**src/verilog/gopigo_pkg.sv**
```systemverilog
// ##########################################################
// gopigo3 spi forwarder definitions: command slots, message
// types, port ids, sequencer states, widths and timing
// ##########################################################
package gopigo_pkg;

  // data widths
  localparam int PWM_W  = 8;   // signed pwm, -100 to 100
  localparam int DPS_W  = 16;  // degrees per second
  localparam int RGB_W  = 24;  // R[23:16] G[15:8] B[7:0]
  localparam int CMP_W  = 32;  // shared comparator, widest command fits
  localparam int BYTE_W = 8;

  localparam int MAX_FRAME = 6;  // addr, type, port and up to 3 payload bytes
  localparam int BIDX_W    = 3;  // byte index into a frame

  // command slots in scan order
  localparam int NUM_SLOTS = 7;
  localparam int SLOT_W    = $clog2(NUM_SLOTS);

  typedef enum logic [SLOT_W-1:0] {
    PWM_LEFT  = 3'd0,
    PWM_RGHT  = 3'd1,
    DPS_LIMIT = 3'd2,  // shared by both motors
    DPS_LEFT  = 3'd3,
    DPS_RGHT  = 3'd4,
    EYE_LEFT  = 3'd5,
    EYE_RGHT  = 3'd6
  } cmd_slot_e;

  localparam cmd_slot_e LAST_SLOT = EYE_RGHT;  // scan wraps here

  // gopigo3 spi message types
  typedef enum logic [BYTE_W-1:0] {
    SET_LED          = 8'h06,
    SET_MOTOR_PWM    = 8'h0A,
    SET_MOTOR_DPS    = 8'h0E,
    SET_MOTOR_LIMITS = 8'h0F
  } msg_type_e;

  localparam logic [BYTE_W-1:0] SPI_ADDR = 8'h08;  // first byte of every frame

  // port identifiers
  localparam logic [BYTE_W-1:0] MOTOR_LEFT    = 8'h01;
  localparam logic [BYTE_W-1:0] MOTOR_RIGHT   = 8'h02;
  localparam logic [BYTE_W-1:0] MOTOR_BOTH    = 8'h03;
  localparam logic [BYTE_W-1:0] LED_EYE_RIGHT = 8'h01;
  localparam logic [BYTE_W-1:0] LED_EYE_LEFT  = 8'h02;

  // transmit sequencer states
  typedef enum logic [2:0] {
    CHK_NEW, LOAD, GUARD_ON, SEND, SEND_WAIT, BUSY_WAIT, GUARD_OFF, FINISH
  } seq_state_e;

  // timing
  localparam int GUARD_CYCLES = 500;  // slave select guard, simulation length
  localparam int GUARD_W      = $clog2(GUARD_CYCLES);
  localparam int SCK_DIV      = 12;   // ena_2clk period in clock cycles
  localparam int SCK_W        = $clog2(SCK_DIV);

endpackage

```
**src/verilog/spi_cmd_if.sv**
```systemverilog
// ##########################################################
// handshake between change scanner, frame builder and
// transmit sequencer
// ##########################################################
interface spi_cmd_if;

  logic                            scan_en;    // sequencer idle, scan running
  logic                            load;       // one cycle, latch slot and frame
  logic [gopigo_pkg::BIDX_W-1:0]   byte_idx;   // byte being sent
  gopigo_pkg::cmd_slot_e           slot;       // slot under compare
  logic                            change;     // input differs from shadow
  logic [gopigo_pkg::BYTE_W-1:0]   byte_data;  // frame byte at byte_idx
  logic [gopigo_pkg::BIDX_W-1:0]   last_idx;   // last byte of the frame

  modport scanner (
    input  scan_en, load,
    output slot, change
  );

  modport builder (
    input  load, slot, byte_idx,
    output byte_data, last_idx
  );

  modport sequencer (
    input  change, last_idx,
    output scan_en, load, byte_idx
  );

endinterface

```
**src/verilog/cmd_scanner.sv**
```systemverilog
// ##########################################################
// shadow registers of the last sent commands, one shared
// comparator and the round-robin slot counter
// ##########################################################
module cmd_scanner (
  input  logic                         rst,  // clock
  input  logic                         clk,  // async reset, active high
  input  logic [gopigo_pkg::PWM_W-1:0] motor_pwm_left_i,
  input  logic [gopigo_pkg::PWM_W-1:0] motor_pwm_rght_i,
  input  logic [gopigo_pkg::DPS_W-1:0] motor_dps_limit_i,
  input  logic [gopigo_pkg::DPS_W-1:0] motor_dps_left_i,
  input  logic [gopigo_pkg::DPS_W-1:0] motor_dps_rght_i,
  input  logic [gopigo_pkg::RGB_W-1:0] led_eye_left_rgb_i,
  input  logic [gopigo_pkg::RGB_W-1:0] led_eye_rght_rgb_i,
  spi_cmd_if.scanner                   cmd
);

  // last value sent per slot
  logic [gopigo_pkg::PWM_W-1:0] pwm_left_q;
  logic [gopigo_pkg::PWM_W-1:0] pwm_rght_q;
  logic [gopigo_pkg::DPS_W-1:0] dps_limit_q;
  logic [gopigo_pkg::DPS_W-1:0] dps_left_q;
  logic [gopigo_pkg::DPS_W-1:0] dps_rght_q;
  logic [gopigo_pkg::RGB_W-1:0] eye_left_q;
  logic [gopigo_pkg::RGB_W-1:0] eye_rght_q;

  logic [gopigo_pkg::CMP_W-1:0] cmp_new;  // current input, zero extended
  logic [gopigo_pkg::CMP_W-1:0] cmp_old;  // matching shadow, zero extended
  gopigo_pkg::cmd_slot_e        slot_q;

  // route one slot onto the single comparator
  always_comb begin
    cmp_new = '0;
    cmp_old = '0;
    case (slot_q)
      gopigo_pkg::PWM_LEFT: begin
        cmp_new[gopigo_pkg::PWM_W-1:0] = motor_pwm_left_i;
        cmp_old[gopigo_pkg::PWM_W-1:0] = pwm_left_q;
      end
      gopigo_pkg::PWM_RGHT: begin
        cmp_new[gopigo_pkg::PWM_W-1:0] = motor_pwm_rght_i;
        cmp_old[gopigo_pkg::PWM_W-1:0] = pwm_rght_q;
      end
      gopigo_pkg::DPS_LIMIT: begin
        cmp_new[gopigo_pkg::DPS_W-1:0] = motor_dps_limit_i;
        cmp_old[gopigo_pkg::DPS_W-1:0] = dps_limit_q;
      end
      gopigo_pkg::DPS_LEFT: begin
        cmp_new[gopigo_pkg::DPS_W-1:0] = motor_dps_left_i;
        cmp_old[gopigo_pkg::DPS_W-1:0] = dps_left_q;
      end
      gopigo_pkg::DPS_RGHT: begin
        cmp_new[gopigo_pkg::DPS_W-1:0] = motor_dps_rght_i;
        cmp_old[gopigo_pkg::DPS_W-1:0] = dps_rght_q;
      end
      gopigo_pkg::EYE_LEFT: begin
        cmp_new[gopigo_pkg::RGB_W-1:0] = led_eye_left_rgb_i;
        cmp_old[gopigo_pkg::RGB_W-1:0] = eye_left_q;
      end
      gopigo_pkg::EYE_RGHT: begin
        cmp_new[gopigo_pkg::RGB_W-1:0] = led_eye_rght_rgb_i;
        cmp_old[gopigo_pkg::RGB_W-1:0] = eye_rght_q;
      end
      default: ;  // unused code compares equal
    endcase
  end

  assign cmd.change = (cmp_new != cmp_old);
  assign cmd.slot   = slot_q;

  // shadow takes the input in the same cycle the frame is built
  always_ff @(posedge rst or posedge clk) begin
    if (clk) begin
      pwm_left_q  <= '0;
      pwm_rght_q  <= '0;
      dps_limit_q <= '0;
      dps_left_q  <= '0;
      dps_rght_q  <= '0;
      eye_left_q  <= '0;
      eye_rght_q  <= '0;
    end else if (cmd.load) begin
      case (slot_q)
        gopigo_pkg::PWM_LEFT:  pwm_left_q  <= motor_pwm_left_i;
        gopigo_pkg::PWM_RGHT:  pwm_rght_q  <= motor_pwm_rght_i;
        gopigo_pkg::DPS_LIMIT: dps_limit_q <= motor_dps_limit_i;
        gopigo_pkg::DPS_LEFT:  dps_left_q  <= motor_dps_left_i;
        gopigo_pkg::DPS_RGHT:  dps_rght_q  <= motor_dps_rght_i;
        gopigo_pkg::EYE_LEFT:  eye_left_q  <= led_eye_left_rgb_i;
        gopigo_pkg::EYE_RGHT:  eye_rght_q  <= led_eye_rght_rgb_i;
        default: ;
      endcase
    end
  end

  // round robin, parks on a changed slot until it is sent
  always_ff @(posedge rst or posedge clk) begin
    if (clk) begin
      slot_q <= gopigo_pkg::PWM_LEFT;
    end else if (cmd.scan_en && !cmd.change) begin
      if (slot_q == gopigo_pkg::LAST_SLOT) begin
        slot_q <= gopigo_pkg::PWM_LEFT;  // wrap
      end else begin
        slot_q <= gopigo_pkg::cmd_slot_e'(slot_q + 1'b1);
      end
    end
  end

endmodule

```
**src/flat_wrapper.sv**
```systemverilog
// flat-port wrapper written by rule: the top's interface ports become plain ports
module cmd_scanner_flat 
  (rst, clk, motor_pwm_left_i, motor_pwm_rght_i, motor_dps_limit_i, motor_dps_left_i, motor_dps_rght_i, led_eye_left_rgb_i, led_eye_rght_rgb_i, cmd_scan_en, cmd_load, cmd_slot, cmd_change);
  spi_cmd_if cmd_i ();
  input  logic rst;
  input  logic clk;
  input  logic [gopigo_pkg::PWM_W-1:0] motor_pwm_left_i;
  input  logic [gopigo_pkg::PWM_W-1:0] motor_pwm_rght_i;
  input  logic [gopigo_pkg::DPS_W-1:0] motor_dps_limit_i;
  input  logic [gopigo_pkg::DPS_W-1:0] motor_dps_left_i;
  input  logic [gopigo_pkg::DPS_W-1:0] motor_dps_rght_i;
  input  logic [gopigo_pkg::RGB_W-1:0] led_eye_left_rgb_i;
  input  logic [gopigo_pkg::RGB_W-1:0] led_eye_rght_rgb_i;
  input wire logic [$bits(cmd_i.scan_en)-1:0] cmd_scan_en;
  input wire logic [$bits(cmd_i.load)-1:0] cmd_load;
  output wire logic [$bits(cmd_i.slot)-1:0] cmd_slot;
  output wire logic [$bits(cmd_i.change)-1:0] cmd_change;
  assign cmd_i.scan_en = cmd_scan_en;
  assign cmd_i.load = cmd_load;
  assign cmd_slot = cmd_i.slot;
  assign cmd_change = cmd_i.change;
  cmd_scanner u_core (.rst(rst), .clk(clk), .motor_pwm_left_i(motor_pwm_left_i), .motor_pwm_rght_i(motor_pwm_rght_i), .motor_dps_limit_i(motor_dps_limit_i), .motor_dps_left_i(motor_dps_left_i), .motor_dps_rght_i(motor_dps_rght_i), .led_eye_left_rgb_i(led_eye_left_rgb_i), .led_eye_rght_rgb_i(led_eye_rght_rgb_i), .cmd(cmd_i));
endmodule
```
**config.mk**
```make
export PLATFORM = sky130hd
export DESIGN_NAME = cmd_scanner_flat
export DESIGN_NICKNAME = d
export VERILOG_FILES = /design/src/verilog/gopigo_pkg.sv /design/src/verilog/spi_cmd_if.sv /design/src/verilog/cmd_scanner.sv /design/src/flat_wrapper.sv
export SDC_FILE = /design/constraint.sdc
export NUM_CORES = 1
export LEC_CHECK = 0
export ABC_AREA = 0
export BUFFER_PORTS_ARGS = -buffer_cell sky130_fd_sc_hd__buf_4
export CAP_MARGIN = 30
export CELL_PAD_IN_SITES_DETAIL_PLACEMENT = 1
export CELL_PAD_IN_SITES_GLOBAL_PLACEMENT = 2
export CORE_MARGIN = 3
export CORE_UTILIZATION = 40
export CTS_CLUSTER_DIAMETER = 60
export DETAILED_ROUTE_END_ITERATION = 10
export PLACE_DENSITY_LB_ADDON = 0.2
export SETUP_SLACK_MARGIN = 0.1
export SYNTH_ARGS = -nofsm -noshare
export SYNTH_HDL_FRONTEND = slang
export SYNTH_SLANG_ARGS = --single-unit
```
**constraint.sdc**
```tcl
create_clock -name rst -period 11.5 [get_ports rst]
set_clock_uncertainty 0.2 [all_clocks]
set_input_delay 3.45 -clock rst [delete_from_list [all_inputs] [get_ports rst]]
set_output_delay 3.45 -clock rst [all_outputs]
set_load 0.01 [all_outputs]
```
==> flow_summary_export.csv <==
group,metric,value,unit
critical_path,cpMostUsedCell,"buf_4",
finish,area_growth,24.6,%
synthesis,synthFlopType,"dfrtp_1",
power_and_ir_drop,power_density,124,nW/um^2
place,detailed_place_hpwl,13900,um
floorplanning,start_util,41.5,%
critical_path,critPathArrivalTime,5.46,ns
synthesis,synth.top_cells.by_count,"mux2_2 (120), dfrtp_1 (115), mux2i_1 (37)",
critical_path,critical_path.startpoint,"led_eye_rght_rgb_i[3]",
synthesis,synthArstFlopShare,100,%
drt,num_vias,5147,
floorplanning,io_pins,120,
flow_run,max-cap-violations,0,
critical_path,max_stage_delay,0.39,ns
clocking,hold_buffers,0,
timing,tightest_slew,0.954,ns
critical_path,startpoint_type,"input pin",
timing,final-setup-viol-count,0,
synthesis,synth.most_common_cell,"mux2_2",
critical_path,rrSetupSlack,6.94,ns
global_routing,grt_max_degree,65,
floorplanning,coreArea,15400,sq um
global_routing,overflow,0,
drt,drt_iter0_markers,448,
synthesis,syn-instance-count,546,
floorplanning,die_w,133,um
floorplanning,die_area,17600,sq um
drt,drc,0,
synthesis,synth_warnings,0,
floorplanning,die_y,133,um
timing,min_period,9.11,ns
timing,fin_crit_sh,79.2,%
critical_path,critical_path_class,"input pin to primary output",
timing,timing.final.hold_violations,0,
critical_path,crit_fanout,3,
timing,rsz0062_at_grt,"false",
clocking,cts_tree,"built",
clocking,cts_sinks,115,
synthesis,syn_nets,663,
global_routing,grt_pass1_vias,5771,
clocking,h-tree-depth,4,
drt,ant_nets,0,
synthesis,ys_seq_elements,115,
finish,layout-drive-gt1-share,42.8,%
finish,fill_cells,1648,
finish,layout.nets,775,
timing,slew_headroom,36.2,%
synthesis,synthesis.area,6400,sq um
power_and_ir_drop,p_leak,3.64,nW
synthesis,synth.top_cell.area_share,44.9,%
worst_hold_path,hold_path_class,"register to register",
timing,fin_hold_ws,0.300,ns
clocking,cts-root-buf,"clkbuf_16",
synthesis,ys_types,52,
global_routing,grtUsageTotal,23.2,%
clocking,post_cts_resized,0,
floorplanning,placementRows,45,
clocking,clkSlewWorstSetupHoldPaths,0.05,ns
drt,routed_via_density,5.84,
clocking,clkLatencyLatePin,0.41,ns
worst_hold_path,min-delay-start,"u_core.eye_rght_q[4]",
synthesis,synth_area_leaders,"dfrtp_1 (45%), mux2_2 (21%), mux2i_1 (5.8%), a222oi_1 (3.1%), a21oi_1 (2.8%)",
synthesis,ys_seq_area_share,44.9,%
clocking,post_cts_buffers,0,
synthesis,synth_edf_count,0,
outcome,status,"finished clean",
critical_path,rr_startpoint,"u_core.cmd.slot[2]",
critical_path,cp_cell_sequence,"buf_4 -> mux2_2 -> a222oi_1 -> o211ai_1 -> xor2_1 -> nand4_1 -> nor4_4 -> nand3_1 -> buf_4",
global_routing,grt_antenna_before_repair,0,
timing,setup_tns,0,ns
critical_path,worstPathRequired,7.85,ns
synthesis,syn-mean-instance-area,11.7,sq um
power_and_ir_drop,vdd_drop_max,0.105,mV
drt,drtPass1Iterations,5,
place,gp_congestion,0.782,
timing,fmax,0.110,GHz
finish,antennaDiodeCount,0,
timing,drv_slew,0,
critical_path,slowest_stage,"nor4_4",
synthesis,synth_top_area_cell,"dfrtp_1",
place,portBuffers,119,
drt,route.final.wire_length,20200,um
critical_path,worstSetupEndpointType,"primary output",
clocking,cts_made_buffers,17,
drt,drt-wirelength-per-cell,23.0,um
clocking,clockBufferDepth,2,
global_routing,grt_first_pass_wirelength,31700,um
==> logic make-up (layout without fill, tap and decap cells) <==
kind of cell / Yosys count / count (layout) / share of synthesized area, %
compound gates: 126 / 126 / 13.8
xor+xnor: 16 / 16 / 2.19
fa+ha+maj: 1 / 1 / 0.195
buf+inv: 46 / 170 / 3.85
flops: 115 / 115 / 44.9
mux: 160 / 160 / 27.5
simple gates: 82 / 82 / 7.56
==> area by class of cell <==
type                       instances  area (sq um)  share of cell area (%)
tap                              211           264                    3.31
sequential                       115          2880                    36.1
clock inverter                     5          25.0                   0.314
multi-input combinational        385          3280                    41.1
clock buffer                      26           509                    6.38
inverter                           9          36.3                   0.455
timing repair buffer             130           983                    12.3
==> sequential cells by signal (all words and copies together), names as in the netlist <==
signal / cells
u_core.dps_limit_q: 16
u_core.dps_rght_q: 16
u_core.pwm_left_q: 8
u_core.eye_left_q: 24
u_core.dps_left_q: 16
u_core.pwm_rght_q: 8
u_core.eye_rght_q: 24
u_core.cmd.slot: 3
==> metrics by stage <==
stage               total power [W]  area (sq um)  util (%)  instances  setup slack [ns]
floorplan                  0.000464          6400         -        546              2.92
global placement           0.000515          7420      48.1        848              2.44
detailed placement         0.000518          7440      48.2        849              2.44
CTS                         0.00100          7970      51.7        880              2.40
global route                0.00103          7980      51.7        881              2.30
finish                     0.000990          7980      51.7        881              2.39
==> power by group <==
group	switching [W]	internal, W
clock	0.000177	0.000300
combinational	0.0000471	0.0000501
sequential	0.00000345	0.000412
==> placed cells by master, fill, tap and decap left out, types with 3 or more instances in the layout <==
cell / instances
a221oi_1: 5
clkinv_2: 5
xor2_1: 5
nor2_1: 18
nor2b_1: 3
nand2_1: 15
nand2b_1: 16
nand3_1: 3
mux2i_1: 37
o21ai_0: 17
mux2_2: 120
a31oi_1: 8
clkbuf_1: 4
a222oi_1: 20
o22ai_1: 3
inv_1: 6
xnor2_1: 11
nand3b_1: 4
buf_4: 129
a21oi_1: 36
dfrtp_1: 114
a211oi_1: 9
o221ai_1: 4
nor3b_1: 5
clkbuf_16: 17
o2bb2ai_1: 10
nand4_1: 6
clkbuf_8: 5
a32oi_1: 3
==> metal layers <==
metal,up-vias,share of wire (%),global-route usage (%),routed length [um]
met5,-,0,0,0
li1,2306,-,-,-
met4,0,2.1,7.33,431
met1,2630,41,28.6,8350
met3,35,5.2,4.71,1050
met2,176,51,40.8,10400
==> worst paths after layout <==
check	end	depth (start not counted)
setup reg to reg	u_core.cmd.slot[2]	10
min in group asynchronous	u_core.eye_rght_q[15]	2
max in group asynchronous	u_core.cmd.slot[2]	3
setup / recovery	cmd_change	9
hold reg to reg	u_core.eye_rght_q[4]	1
hold / removal	u_core.eye_rght_q[4]	1
==> critical path: cells and delay by family <==
family / cells / cell delay [ns]
AND/OR/NAND/NOR: 3 / 0.75
multiplexers: 1 / 0.27
buffers and inverters: 2 / 0.32
XOR/XNOR: 1 / 0.19
AO/OA/AOI/OAI: 2 / 0.49
Note: power is estimated with default switching activity, not from simulation.
