### src/verilog/gopigo_pkg.sv
// ##########################################################
// gopigo3 spi forwarder definitions: command slots, message
// types, port ids, sequencer states, widths and timing
// ##########################################################
package gopigo_pkg;

  // data widths
  localparam int PWM_W  = 8;   // signed pwm, -100 to 100
  localparam int DPS_W  = 16;  // degrees per second
  localparam int RGB_W  = 24;  // R[23:16] G[15:8] B[7:0]
  localparam int CMP_W  = 32;  // shared comparator, widest command fits
  localparam int BYTE_W = 8;

  localparam int MAX_FRAME = 6;  // addr, type, port and up to 3 payload bytes
  localparam int BIDX_W    = 3;  // byte index into a frame

  // command slots in scan order
  localparam int NUM_SLOTS = 7;
  localparam int SLOT_W    = $clog2(NUM_SLOTS);

  typedef enum logic [SLOT_W-1:0] {
    PWM_LEFT  = 3'd0,
    PWM_RGHT  = 3'd1,
    DPS_LIMIT = 3'd2,  // shared by both motors
    DPS_LEFT  = 3'd3,
    DPS_RGHT  = 3'd4,
    EYE_LEFT  = 3'd5,
    EYE_RGHT  = 3'd6
  } cmd_slot_e;

  localparam cmd_slot_e LAST_SLOT = EYE_RGHT;  // scan wraps here

  // gopigo3 spi message types
  typedef enum logic [BYTE_W-1:0] {
    SET_LED          = 8'h06,
    SET_MOTOR_PWM    = 8'h0A,
    SET_MOTOR_DPS    = 8'h0E,
    SET_MOTOR_LIMITS = 8'h0F
  } msg_type_e;

  localparam logic [BYTE_W-1:0] SPI_ADDR = 8'h08;  // first byte of every frame

  // port identifiers
  localparam logic [BYTE_W-1:0] MOTOR_LEFT    = 8'h01;
  localparam logic [BYTE_W-1:0] MOTOR_RIGHT   = 8'h02;
  localparam logic [BYTE_W-1:0] MOTOR_BOTH    = 8'h03;
  localparam logic [BYTE_W-1:0] LED_EYE_RIGHT = 8'h01;
  localparam logic [BYTE_W-1:0] LED_EYE_LEFT  = 8'h02;

  // transmit sequencer states
  typedef enum logic [2:0] {
    CHK_NEW, LOAD, GUARD_ON, SEND, SEND_WAIT, BUSY_WAIT, GUARD_OFF, FINISH
  } seq_state_e;

  // timing
  localparam int GUARD_CYCLES = 500;  // slave select guard, simulation length
  localparam int GUARD_W      = $clog2(GUARD_CYCLES);
  localparam int SCK_DIV      = 12;   // ena_2clk period in clock cycles
  localparam int SCK_W        = $clog2(SCK_DIV);

endpackage

### src/verilog/spi_cmd_if.sv
// ##########################################################
// handshake between change scanner, frame builder and
// transmit sequencer
// ##########################################################
interface spi_cmd_if;

  logic                            scan_en;    // sequencer idle, scan running
  logic                            load;       // one cycle, latch slot and frame
  logic [gopigo_pkg::BIDX_W-1:0]   byte_idx;   // byte being sent
  gopigo_pkg::cmd_slot_e           slot;       // slot under compare
  logic                            change;     // input differs from shadow
  logic [gopigo_pkg::BYTE_W-1:0]   byte_data;  // frame byte at byte_idx
  logic [gopigo_pkg::BIDX_W-1:0]   last_idx;   // last byte of the frame

  modport scanner (
    input  scan_en, load,
    output slot, change
  );

  modport builder (
    input  load, slot, byte_idx,
    output byte_data, last_idx
  );

  modport sequencer (
    input  change, last_idx,
    output scan_en, load, byte_idx
  );

endinterface

### src/verilog/spi_sequencer.sv
// ##########################################################
// transmit fsm with byte counter and slave select guard
// timer, plus the ena_2clk divider for the spi engine
// ##########################################################
module spi_sequencer (
  input  logic       rst,         // clock
  input  logic       clk,         // async reset, active high
  input  logic       busy_spi_i,  // spi engine shifting
  spi_cmd_if.sequencer cmd,
  output logic       spi_ss_n_o,  // slave select, active low
  output logic       spi_send_o,  // one cycle, start a byte
  output logic       ena_2clk_o   // spi clock enable, twice sck
);

  gopigo_pkg::seq_state_e        state_q;
  gopigo_pkg::seq_state_e        state_d;
  logic [gopigo_pkg::BIDX_W-1:0] byte_cnt_q;
  logic                          byte_inc;
  logic [gopigo_pkg::GUARD_W-1:0] guard_cnt_q;
  logic                          guard_run;
  logic                          guard_done;
  logic [gopigo_pkg::SCK_W-1:0]  sck_cnt_q;
  logic                          sck_end;
  logic                          ss_active;

  always_ff @(posedge rst or posedge clk) begin
    if (clk) begin
      state_q <= gopigo_pkg::CHK_NEW;
    end else begin
      state_q <= state_d;
    end
  end

  always_comb begin
    state_d  = state_q;
    byte_inc = 1'b0;
    case (state_q)
      gopigo_pkg::CHK_NEW: begin
        if (cmd.change) state_d = gopigo_pkg::LOAD;
      end
      gopigo_pkg::LOAD: state_d = gopigo_pkg::GUARD_ON;  // shadow and frame latch here
      gopigo_pkg::GUARD_ON: begin
        if (guard_done) state_d = gopigo_pkg::SEND;      // engine idle, byte 0 goes now
      end
      gopigo_pkg::SEND: state_d = gopigo_pkg::SEND_WAIT;
      gopigo_pkg::SEND_WAIT: begin
        if (busy_spi_i) state_d = gopigo_pkg::BUSY_WAIT; // engine took the byte
      end
      gopigo_pkg::BUSY_WAIT: begin
        // no timeout, busy is the only back-pressure
        if (!busy_spi_i) begin
          if (byte_cnt_q == cmd.last_idx) begin
            state_d = gopigo_pkg::GUARD_OFF;
          end else begin
            byte_inc = 1'b1;
            state_d  = gopigo_pkg::SEND;
          end
        end
      end
      gopigo_pkg::GUARD_OFF: begin
        if (guard_done) state_d = gopigo_pkg::FINISH;
      end
      gopigo_pkg::FINISH: state_d = gopigo_pkg::CHK_NEW;
    endcase
  end

  // byte index, restarts for every frame
  always_ff @(posedge rst or posedge clk) begin
    if (clk) begin
      byte_cnt_q <= '0;
    end else if (state_q == gopigo_pkg::CHK_NEW) begin
      byte_cnt_q <= '0;
    end else if (byte_inc) begin
      byte_cnt_q <= byte_cnt_q + 1'b1;
    end
  end

  // guard timer, shared by opening and closing guard
  assign guard_run  = (state_q == gopigo_pkg::GUARD_ON) || (state_q == gopigo_pkg::GUARD_OFF);
  assign guard_done = guard_run &&
                      (guard_cnt_q == gopigo_pkg::GUARD_W'(gopigo_pkg::GUARD_CYCLES - 1));

  always_ff @(posedge rst or posedge clk) begin
    if (clk) begin
      guard_cnt_q <= '0;
    end else if (guard_run && !guard_done) begin
      guard_cnt_q <= guard_cnt_q + 1'b1;
    end else begin
      guard_cnt_q <= '0;
    end
  end

  // slave select low from opening guard to end of closing guard
  assign ss_active = (state_q == gopigo_pkg::GUARD_ON)  || (state_q == gopigo_pkg::SEND) ||
                     (state_q == gopigo_pkg::SEND_WAIT) || (state_q == gopigo_pkg::BUSY_WAIT) ||
                     (state_q == gopigo_pkg::GUARD_OFF);

  // clock enable divider, idle at zero while deselected
  assign sck_end = ss_active && (sck_cnt_q == gopigo_pkg::SCK_W'(gopigo_pkg::SCK_DIV - 1));

  always_ff @(posedge rst or posedge clk) begin
    if (clk) begin
      sck_cnt_q <= '0;
    end else if (!ss_active || sck_end) begin
      sck_cnt_q <= '0;
    end else begin
      sck_cnt_q <= sck_cnt_q + 1'b1;
    end
  end

  assign spi_ss_n_o = !ss_active;
  assign spi_send_o = (state_q == gopigo_pkg::SEND);
  assign ena_2clk_o = sck_end;

  assign cmd.scan_en  = (state_q == gopigo_pkg::CHK_NEW);  // scan frozen during a frame
  assign cmd.load     = (state_q == gopigo_pkg::LOAD);
  assign cmd.byte_idx = byte_cnt_q;

endmodule
### src/flat_wrapper.sv
// flat-port wrapper written by rule: the top's interface ports become plain ports
module spi_sequencer_flat 
  (rst, clk, busy_spi_i, spi_ss_n_o, spi_send_o, ena_2clk_o, cmd_change, cmd_last_idx, cmd_scan_en, cmd_load, cmd_byte_idx);
  spi_cmd_if cmd_i ();
  input  logic rst;
  input  logic clk;
  input  logic busy_spi_i;
  output logic spi_ss_n_o;
  output logic spi_send_o;
  output logic ena_2clk_o;
  input wire logic [$bits(cmd_i.change)-1:0] cmd_change;
  input wire logic [$bits(cmd_i.last_idx)-1:0] cmd_last_idx;
  output wire logic [$bits(cmd_i.scan_en)-1:0] cmd_scan_en;
  output wire logic [$bits(cmd_i.load)-1:0] cmd_load;
  output wire logic [$bits(cmd_i.byte_idx)-1:0] cmd_byte_idx;
  assign cmd_i.change = cmd_change;
  assign cmd_i.last_idx = cmd_last_idx;
  assign cmd_scan_en = cmd_i.scan_en;
  assign cmd_load = cmd_i.load;
  assign cmd_byte_idx = cmd_i.byte_idx;
  spi_sequencer u_core (.rst(rst), .clk(clk), .busy_spi_i(busy_spi_i), .cmd(cmd_i), .spi_ss_n_o(spi_ss_n_o), .spi_send_o(spi_send_o), .ena_2clk_o(ena_2clk_o));
endmodule
### config.mk
export PLATFORM = sky130hd
export DESIGN_NAME = spi_sequencer_flat
export DESIGN_NICKNAME = d
export VERILOG_FILES = /design/src/verilog/gopigo_pkg.sv /design/src/verilog/spi_cmd_if.sv /design/src/verilog/spi_sequencer.sv /design/src/flat_wrapper.sv
export SDC_FILE = /design/constraint.sdc
export NUM_CORES = 1
export LEC_CHECK = 0
export ABC_AREA = 1
export BUFFER_PORTS_ARGS = -buffer_cell sky130_fd_sc_hd__clkbuf_2
export CAP_MARGIN = 20
export CORE_UTILIZATION = 60
export DETAILED_ROUTE_END_ITERATION = 8
export PLACE_DENSITY = 0.87
export REMOVE_ABC_BUFFERS = 1
export SYNTH_ARGS = -nofsm -noshare
export SYNTH_HDL_FRONTEND = slang
export SYNTH_SLANG_ARGS = --single-unit
### constraint.sdc
create_clock -name rst -period 2.52 [get_ports rst]
set_input_delay 0.63 -clock rst [delete_from_list [all_inputs] [get_ports rst]]
set_output_delay 0.63 -clock rst [all_outputs]
set_load 0.01 [all_outputs]
==> results.toml, run 1 <==
[floorplan]
placementRows = 15
die-area_um2 = 2140
initial_core_util = 0.658
die_y_um = 46.2
coreArea_um2 = 1780
die_w_um = 46.2
pin_count = 15

[timing]
slew_headroom = 0.518
clock_skew_ps = 1.70
setup_viol = 0
period_needed_ps = 2270
final-hold-violation-count = 0
worst_slack_ps = 254
grt_setup_unrepaired = "false"
fin_tns_setup_ps = 0
drv_slew = 0
max_freq_mhz = 441
holdWs_ps = 407
tightest_slew_ps = 722
fin_crit_sh = 0.899

[place]
gp_congestion = 0.806
io_buffers = 14
dpl.hpwl_mm = 1.59
place_ws_ps = 641

[clock_network]
cts-root-buf = "clkbuf_4"
cts_sinks = 19
post_cts_buffers = 0
cts_buffer_depth = 2
clk_pin_slew_worst_paths_ps = 110
postCtsResizedCells = 0
cts_tree = "built"
htree_levels = 1
cts_buffers = 3
clkLatencyLatePin_ps = 300
postCtsHoldBufs = 0

[yosys]
ys_warn_count = 0
yosysTopAreaCell = "dfrtp_1"
synth_area_um2 = 1170
synthTopCellsByArea = "dfrtp_1, nand2_1, ha_1"
syn_inst = 154
ys_types = 27
syn_area_per_cell_um2 = 7.62
synth_top_area_frac = 0.405
seq_area_frac_synth = 0.405
ys_ff_latch = 19

[route]
wire_per_inst_um = 10.5
finalWirelength_mm = 2.07
drc = 0
vias_per_cell = 5.01
drt-initial-drc-count = 13
num_vias = 981
ant_nets = 0
first_pass_iters = 4

[global_route]
grt_remaining_overflow = 0
grt_usage = 0.226
grt_pass1_wl_mm = 3.45
grt_pass1_vias = 871
antenna_found_initial = 0
grt_max_degree = 20

[worst_setup_path]
path_class = "register to primary output"
crit_arrival_ps = 1640
r2r-start = "u_core.state_q[1]"
startpoint_type = "register"
cp_max_fo = 9
cp-end-kind = "primary output"
cp.required_ps = 1890
slowest_delay_ps = 550
cp_slowest_cell = "dfrtp_1"
critPathLaunch = "u_core.state_q[1]"
cp_cell_sequence = "inv_2, ha_1, nand2_1, inv_1, nor2_1, clkbuf_2"

[final_layout]
drive_gt1_frac = 0.228
multiInputGateArea_um2 = 588
nets = 185
antenna_cells = 0
syn2layout_area_growth_pct = 10.0
seq_area_um2 = 475
utilization = 0.724
nFillCells = 150

[outcome]
status = "complete, no violations"

[job]
maxCapViolations = 0

[power]
ir_drop_uv = 259
power_density_nw_per_um2 = 372
power.leakage_nw = 0.743

[hold_path]
hold_class = "primary input to async pin"
## critical path, delay by kind of cell, from the launching register on
family	cells	cell delay, ps
adders and majority gates	1	300
buffers and inverters	3	280
DFF	1	550
and+or+nand+nor	2	200
## synth_stat cells (all sizes together)
library cell,number
clkinv,2
ha,6
buf,1
nor2,23
o21ai,5
nand3,10
inv,24
nor3,3
nand2,45
nand3b,1
a31oi,2
xor2,2
o21a,1
dfrtp,19
or2,2
nand4,1
xnor2,1
a21oi,6
## cell families (layout without fill, tap and decap cells)
family	count (synthesis)	count (layout)	synth area share
AND/OR/NAND/NOR	85	85	0.351
buffers and inverters	27	44	0.0938
flip-flops	19	19	0.405
AO/OA/AOI/OAI	14	14	0.0640
adder cells (fa/ha/maj)	6	6	0.0640
XOR/XNOR	3	3	0.0224
## layer usage
layer	global-route usage	wire length [um]	part of all wire
met1	0.269	916	0.44
met2	0.411	1080	0.52
met3	0.0353	50	0.024
met4	0.0706	19	0.0092
met5	0	0	0
## through the flow
step                      power, mW  instance area [um^2]  cells
after floorplan               0.319                  1160    153
after global placement        0.326                  1260    192
after detailed placement      0.327                  1260    192
after CTS                     0.485                  1290    196
after global routing          0.497                  1290    196
final                         0.481                  1290    196
## flip-flops by register name (all words and copies together), names as in the netlist
| register | cells |
|---|---|
| u_core.cmd.byte_idx | 3 |
| u_core.sck_cnt_q | 4 |
| u_core.state_q | 3 |
| u_core.guard_cnt_q | 9 |
## power breakdown
part           switching (mW)  internal [mW]  leakage [nW]
clock network           0.101         0.0592        0.0177
logic                  0.0103        0.00513         0.484
registers                   0          0.305         0.242
total                   0.111          0.369         0.743
## final timing paths
kind / end / slack (ps) / depth (start not counted)
max: ena_2clk_o / 250 / 6
min: u_core.cmd.byte_idx[1] / 410 / 2
max reg2reg: u_core.state_q[2] / 950 / 9
min reg2reg: u_core.sck_cnt_q[0] / 460 / 1
max in group asynchronous: u_core.guard_cnt_q[0] / 1660 / 2
min in group rst: u_core.sck_cnt_q[0] / 460 / 1
## layout make-up
| cell class | instances | share of cell area |
|---|---|---|
| Sequential cell | 19 | 0.368 |
| Clock buffer | 3 | 0.0174 |
| Clock inverter | 1 | 0.00388 |
| Tap cell | 25 | 0.0242 |
| Multi-Input combinational cell | 108 | 0.455 |
| Timing Repair Buffer | 14 | 0.0543 |
| Inverter | 26 | 0.0766 |
## layout by cell type (no fill, tap or decap), drive strengths merged
| cell type | count |
|---|---|
| clkinv | 3 |
| dfrtp | 19 |
| nor2 | 23 |
| o21ai | 5 |
| o21a | 1 |
| clkbuf | 17 |
| or2 | 2 |
| nor3 | 3 |
| a21oi | 6 |
| nand4 | 1 |
| nand3b | 1 |
| a31oi | 2 |
| xor2 | 2 |
| xnor2 | 1 |
| nand2 | 45 |
| inv | 24 |
| ha | 6 |
| nand3 | 10 |
Note: power is estimated with default switching activity, not from simulation.
==> run 2: changes to the inputs <==
--- a/config.mk
+++ b/config.mk
@@ -9,6 +9,7 @@
 export BUFFER_PORTS_ARGS = -buffer_cell sky130_fd_sc_hd__clkbuf_2
 export CAP_MARGIN = 20
 export CORE_UTILIZATION = 60
+export CTS_BUF_LIST = sky130_fd_sc_hd__clkbuf_16
 export DETAILED_ROUTE_END_ITERATION = 8
 export PLACE_DENSITY = 0.87
 export REMOVE_ABC_BUFFERS = 1
==> results.toml, run 2 (synthesized netlist as in run 1, its figures left out) <==
[outcome]
status = "complete, no violations"

[timing]
setup_viol = 0
final-hold-violation-count = 0
worst_slack_ps = 338
tightest_slew_ps = 724
max_freq_mhz = 458
clock_skew_ps = 3.22
holdWs_ps = 458
slew_headroom = 0.517
period_needed_ps = 2180
grt_setup_unrepaired = "false"
fin_crit_sh = 0.866
fin_tns_setup_ps = 0
drv_slew = 0

[global_route]
grt_remaining_overflow = 0
grt_pass1_wl_mm = 3.59
grt_usage = 0.237
grt_pass1_vias = 901
grt_max_degree = 20
antenna_found_initial = 0

[power]
switching_share = 0.200
p_sw_mw = 0.130
power_density_nw_per_um2 = 486
p_int_mw = 0.523
p_seq_frac = 0.467
clock_power_share = 0.510
p_comb_frac = 0.024
ir_drop_uv = 333
power.leakage_nw = 0.766

[worst_setup_path]
path_class = "register to primary output"
startpoint_type = "register"
cp_slowest_cell = "dfrtp_1"
cp-end-kind = "primary output"
cp_cell_sequence = "inv_2, ha_1, nand2_1, inv_1, nor2_1, clkbuf_2"
crit_arrival_ps = 1550
slowest_delay_ps = 530
cp.required_ps = 1890
cp_max_fo = 9

[final_layout]
regMostFlops = "u_core.guard_cnt_q"
drive_gt1_frac = 0.228
layout_commonest_cell = "nand2_1"
stdcell_count = 196
nets = 185
antenna_cells = 0
final_cell_mix = "nand2_1, inv_1, dfrtp_1"
stdcell_area_um2 = 1340
top_regs = "u_core.guard_cnt_q: 9 flops, u_core.sck_cnt_q: 4 flops"
syn2layout_area_growth_pct = 14.5
largest_register_ffs = 9

[clock_network]
postCtsHoldBufs = 0
cts_tree = "built"
clkLatencyLatePin_ps = 250
post_cts_buffers = 0
cts_buffers = 3
postCtsResizedCells = 0
clk_pin_slew_worst_paths_ps = 60
cts-root-buf = "clkbuf_16"
htree_levels = 1
cts_buffer_depth = 2
cts_sinks = 19

[place]
io_buffers = 14
place_ws_ps = 641
placed_area_um2 = 1260
dpl.hpwl_mm = 1.59
gp_congestion = 0.806
dp.cells = 192

[floorplan]
pin_count = 15
placementRows = 15
die_y_um = 46.2
die_w_um = 46.2
coreArea_um2 = 1780
initial_core_util = 0.658
die-area_um2 = 2140

[route]
finalWirelength_mm = 2.16
num_vias = 996
vias_per_cell = 5.08
drt-initial-drc-count = 15
ant_nets = 0
drc = 0
first_pass_iters = 4
wire_per_inst_um = 11.0

[hold_path]
hold_class = "register to register"

[job]
maxCapViolations = 0
[run 2: cell counts in the layout (fill, tap and decap cells not counted)]
Identical to the previous run, type by type.
[run 2: stage by stage]
| step | utilization | total power [mW] |
|---|---|---|
| finish | 0.754 | 0.654 |
| global route | 0.754 | 0.666 |
| CTS | 0.754 | 0.656 |
| detailed placement | 0.709 | 0.327 |
| global placement | 0.709 | 0.326 |
| floorplan | - | 0.319 |
[run 2: worst max-delay path: cells and delay by family, from the launching register on]
kind | cells | cell delay (ps)
adders and majority gates | 1 | 290
buffers and inverters | 3 | 280
DFF | 1 | 530
and+or+nand+nor | 2 | 190
[run 2: path summary, 6_finish.rpt]
check / startpoint / endpoint / slack, ps / cells after the start
worst max-delay path: u_core.state_q[1] / ena_2clk_o / 340 / 6
worst min-delay path: u_core.sck_cnt_q[0] / u_core.sck_cnt_q[0] / 460 / 1
worst max register to register: u_core.state_q[1] / u_core.state_q[2] / 940 / 9
worst min register to register: u_core.sck_cnt_q[0] / u_core.sck_cnt_q[0] / 460 / 1
max in group asynchronous: clk / u_core.guard_cnt_q[5] / 1590 / 2
min in group asynchronous: clk / u_core.state_q[0] / 470 / 2
[run 2: routing by layer]
metal	vias up	global-route usage	wire length, um
met3	5	0.0392	64
li1	517	-	-
met2	26	0.411	1100
met5	-	0	0
met1	448	0.281	958
met4	0	0.112	37
[run 2: power groups by stage]
stage / clock (mW) / sequential, mW / combinational, mW
2_1_floorplan: 0 / 0.311 / 0.00826
3_3_place_gp: 0 / 0.311 / 0.0156
3_5_place_dp: 0 / 0.311 / 0.0161
4_1_cts: 0.335 / 0.305 / 0.0161
5_1_grt: 0.343 / 0.305 / 0.0179
6_report: 0.333 / 0.305 / 0.0154
[run 2: final cells by class]
| class | count | area (um^2) |
|---|---|---|
| flip-flops and latches | 19 | 475 |
| fillers | 136 | 439 |
| repair buffers | 14 | 70.1 |
| clock buffers | 3 | 75.1 |
| clock inverters | 1 | 5.00 |
| multi-input cells | 108 | 588 |
| inverters | 26 | 98.8 |
| well taps | 25 | 31.3 |
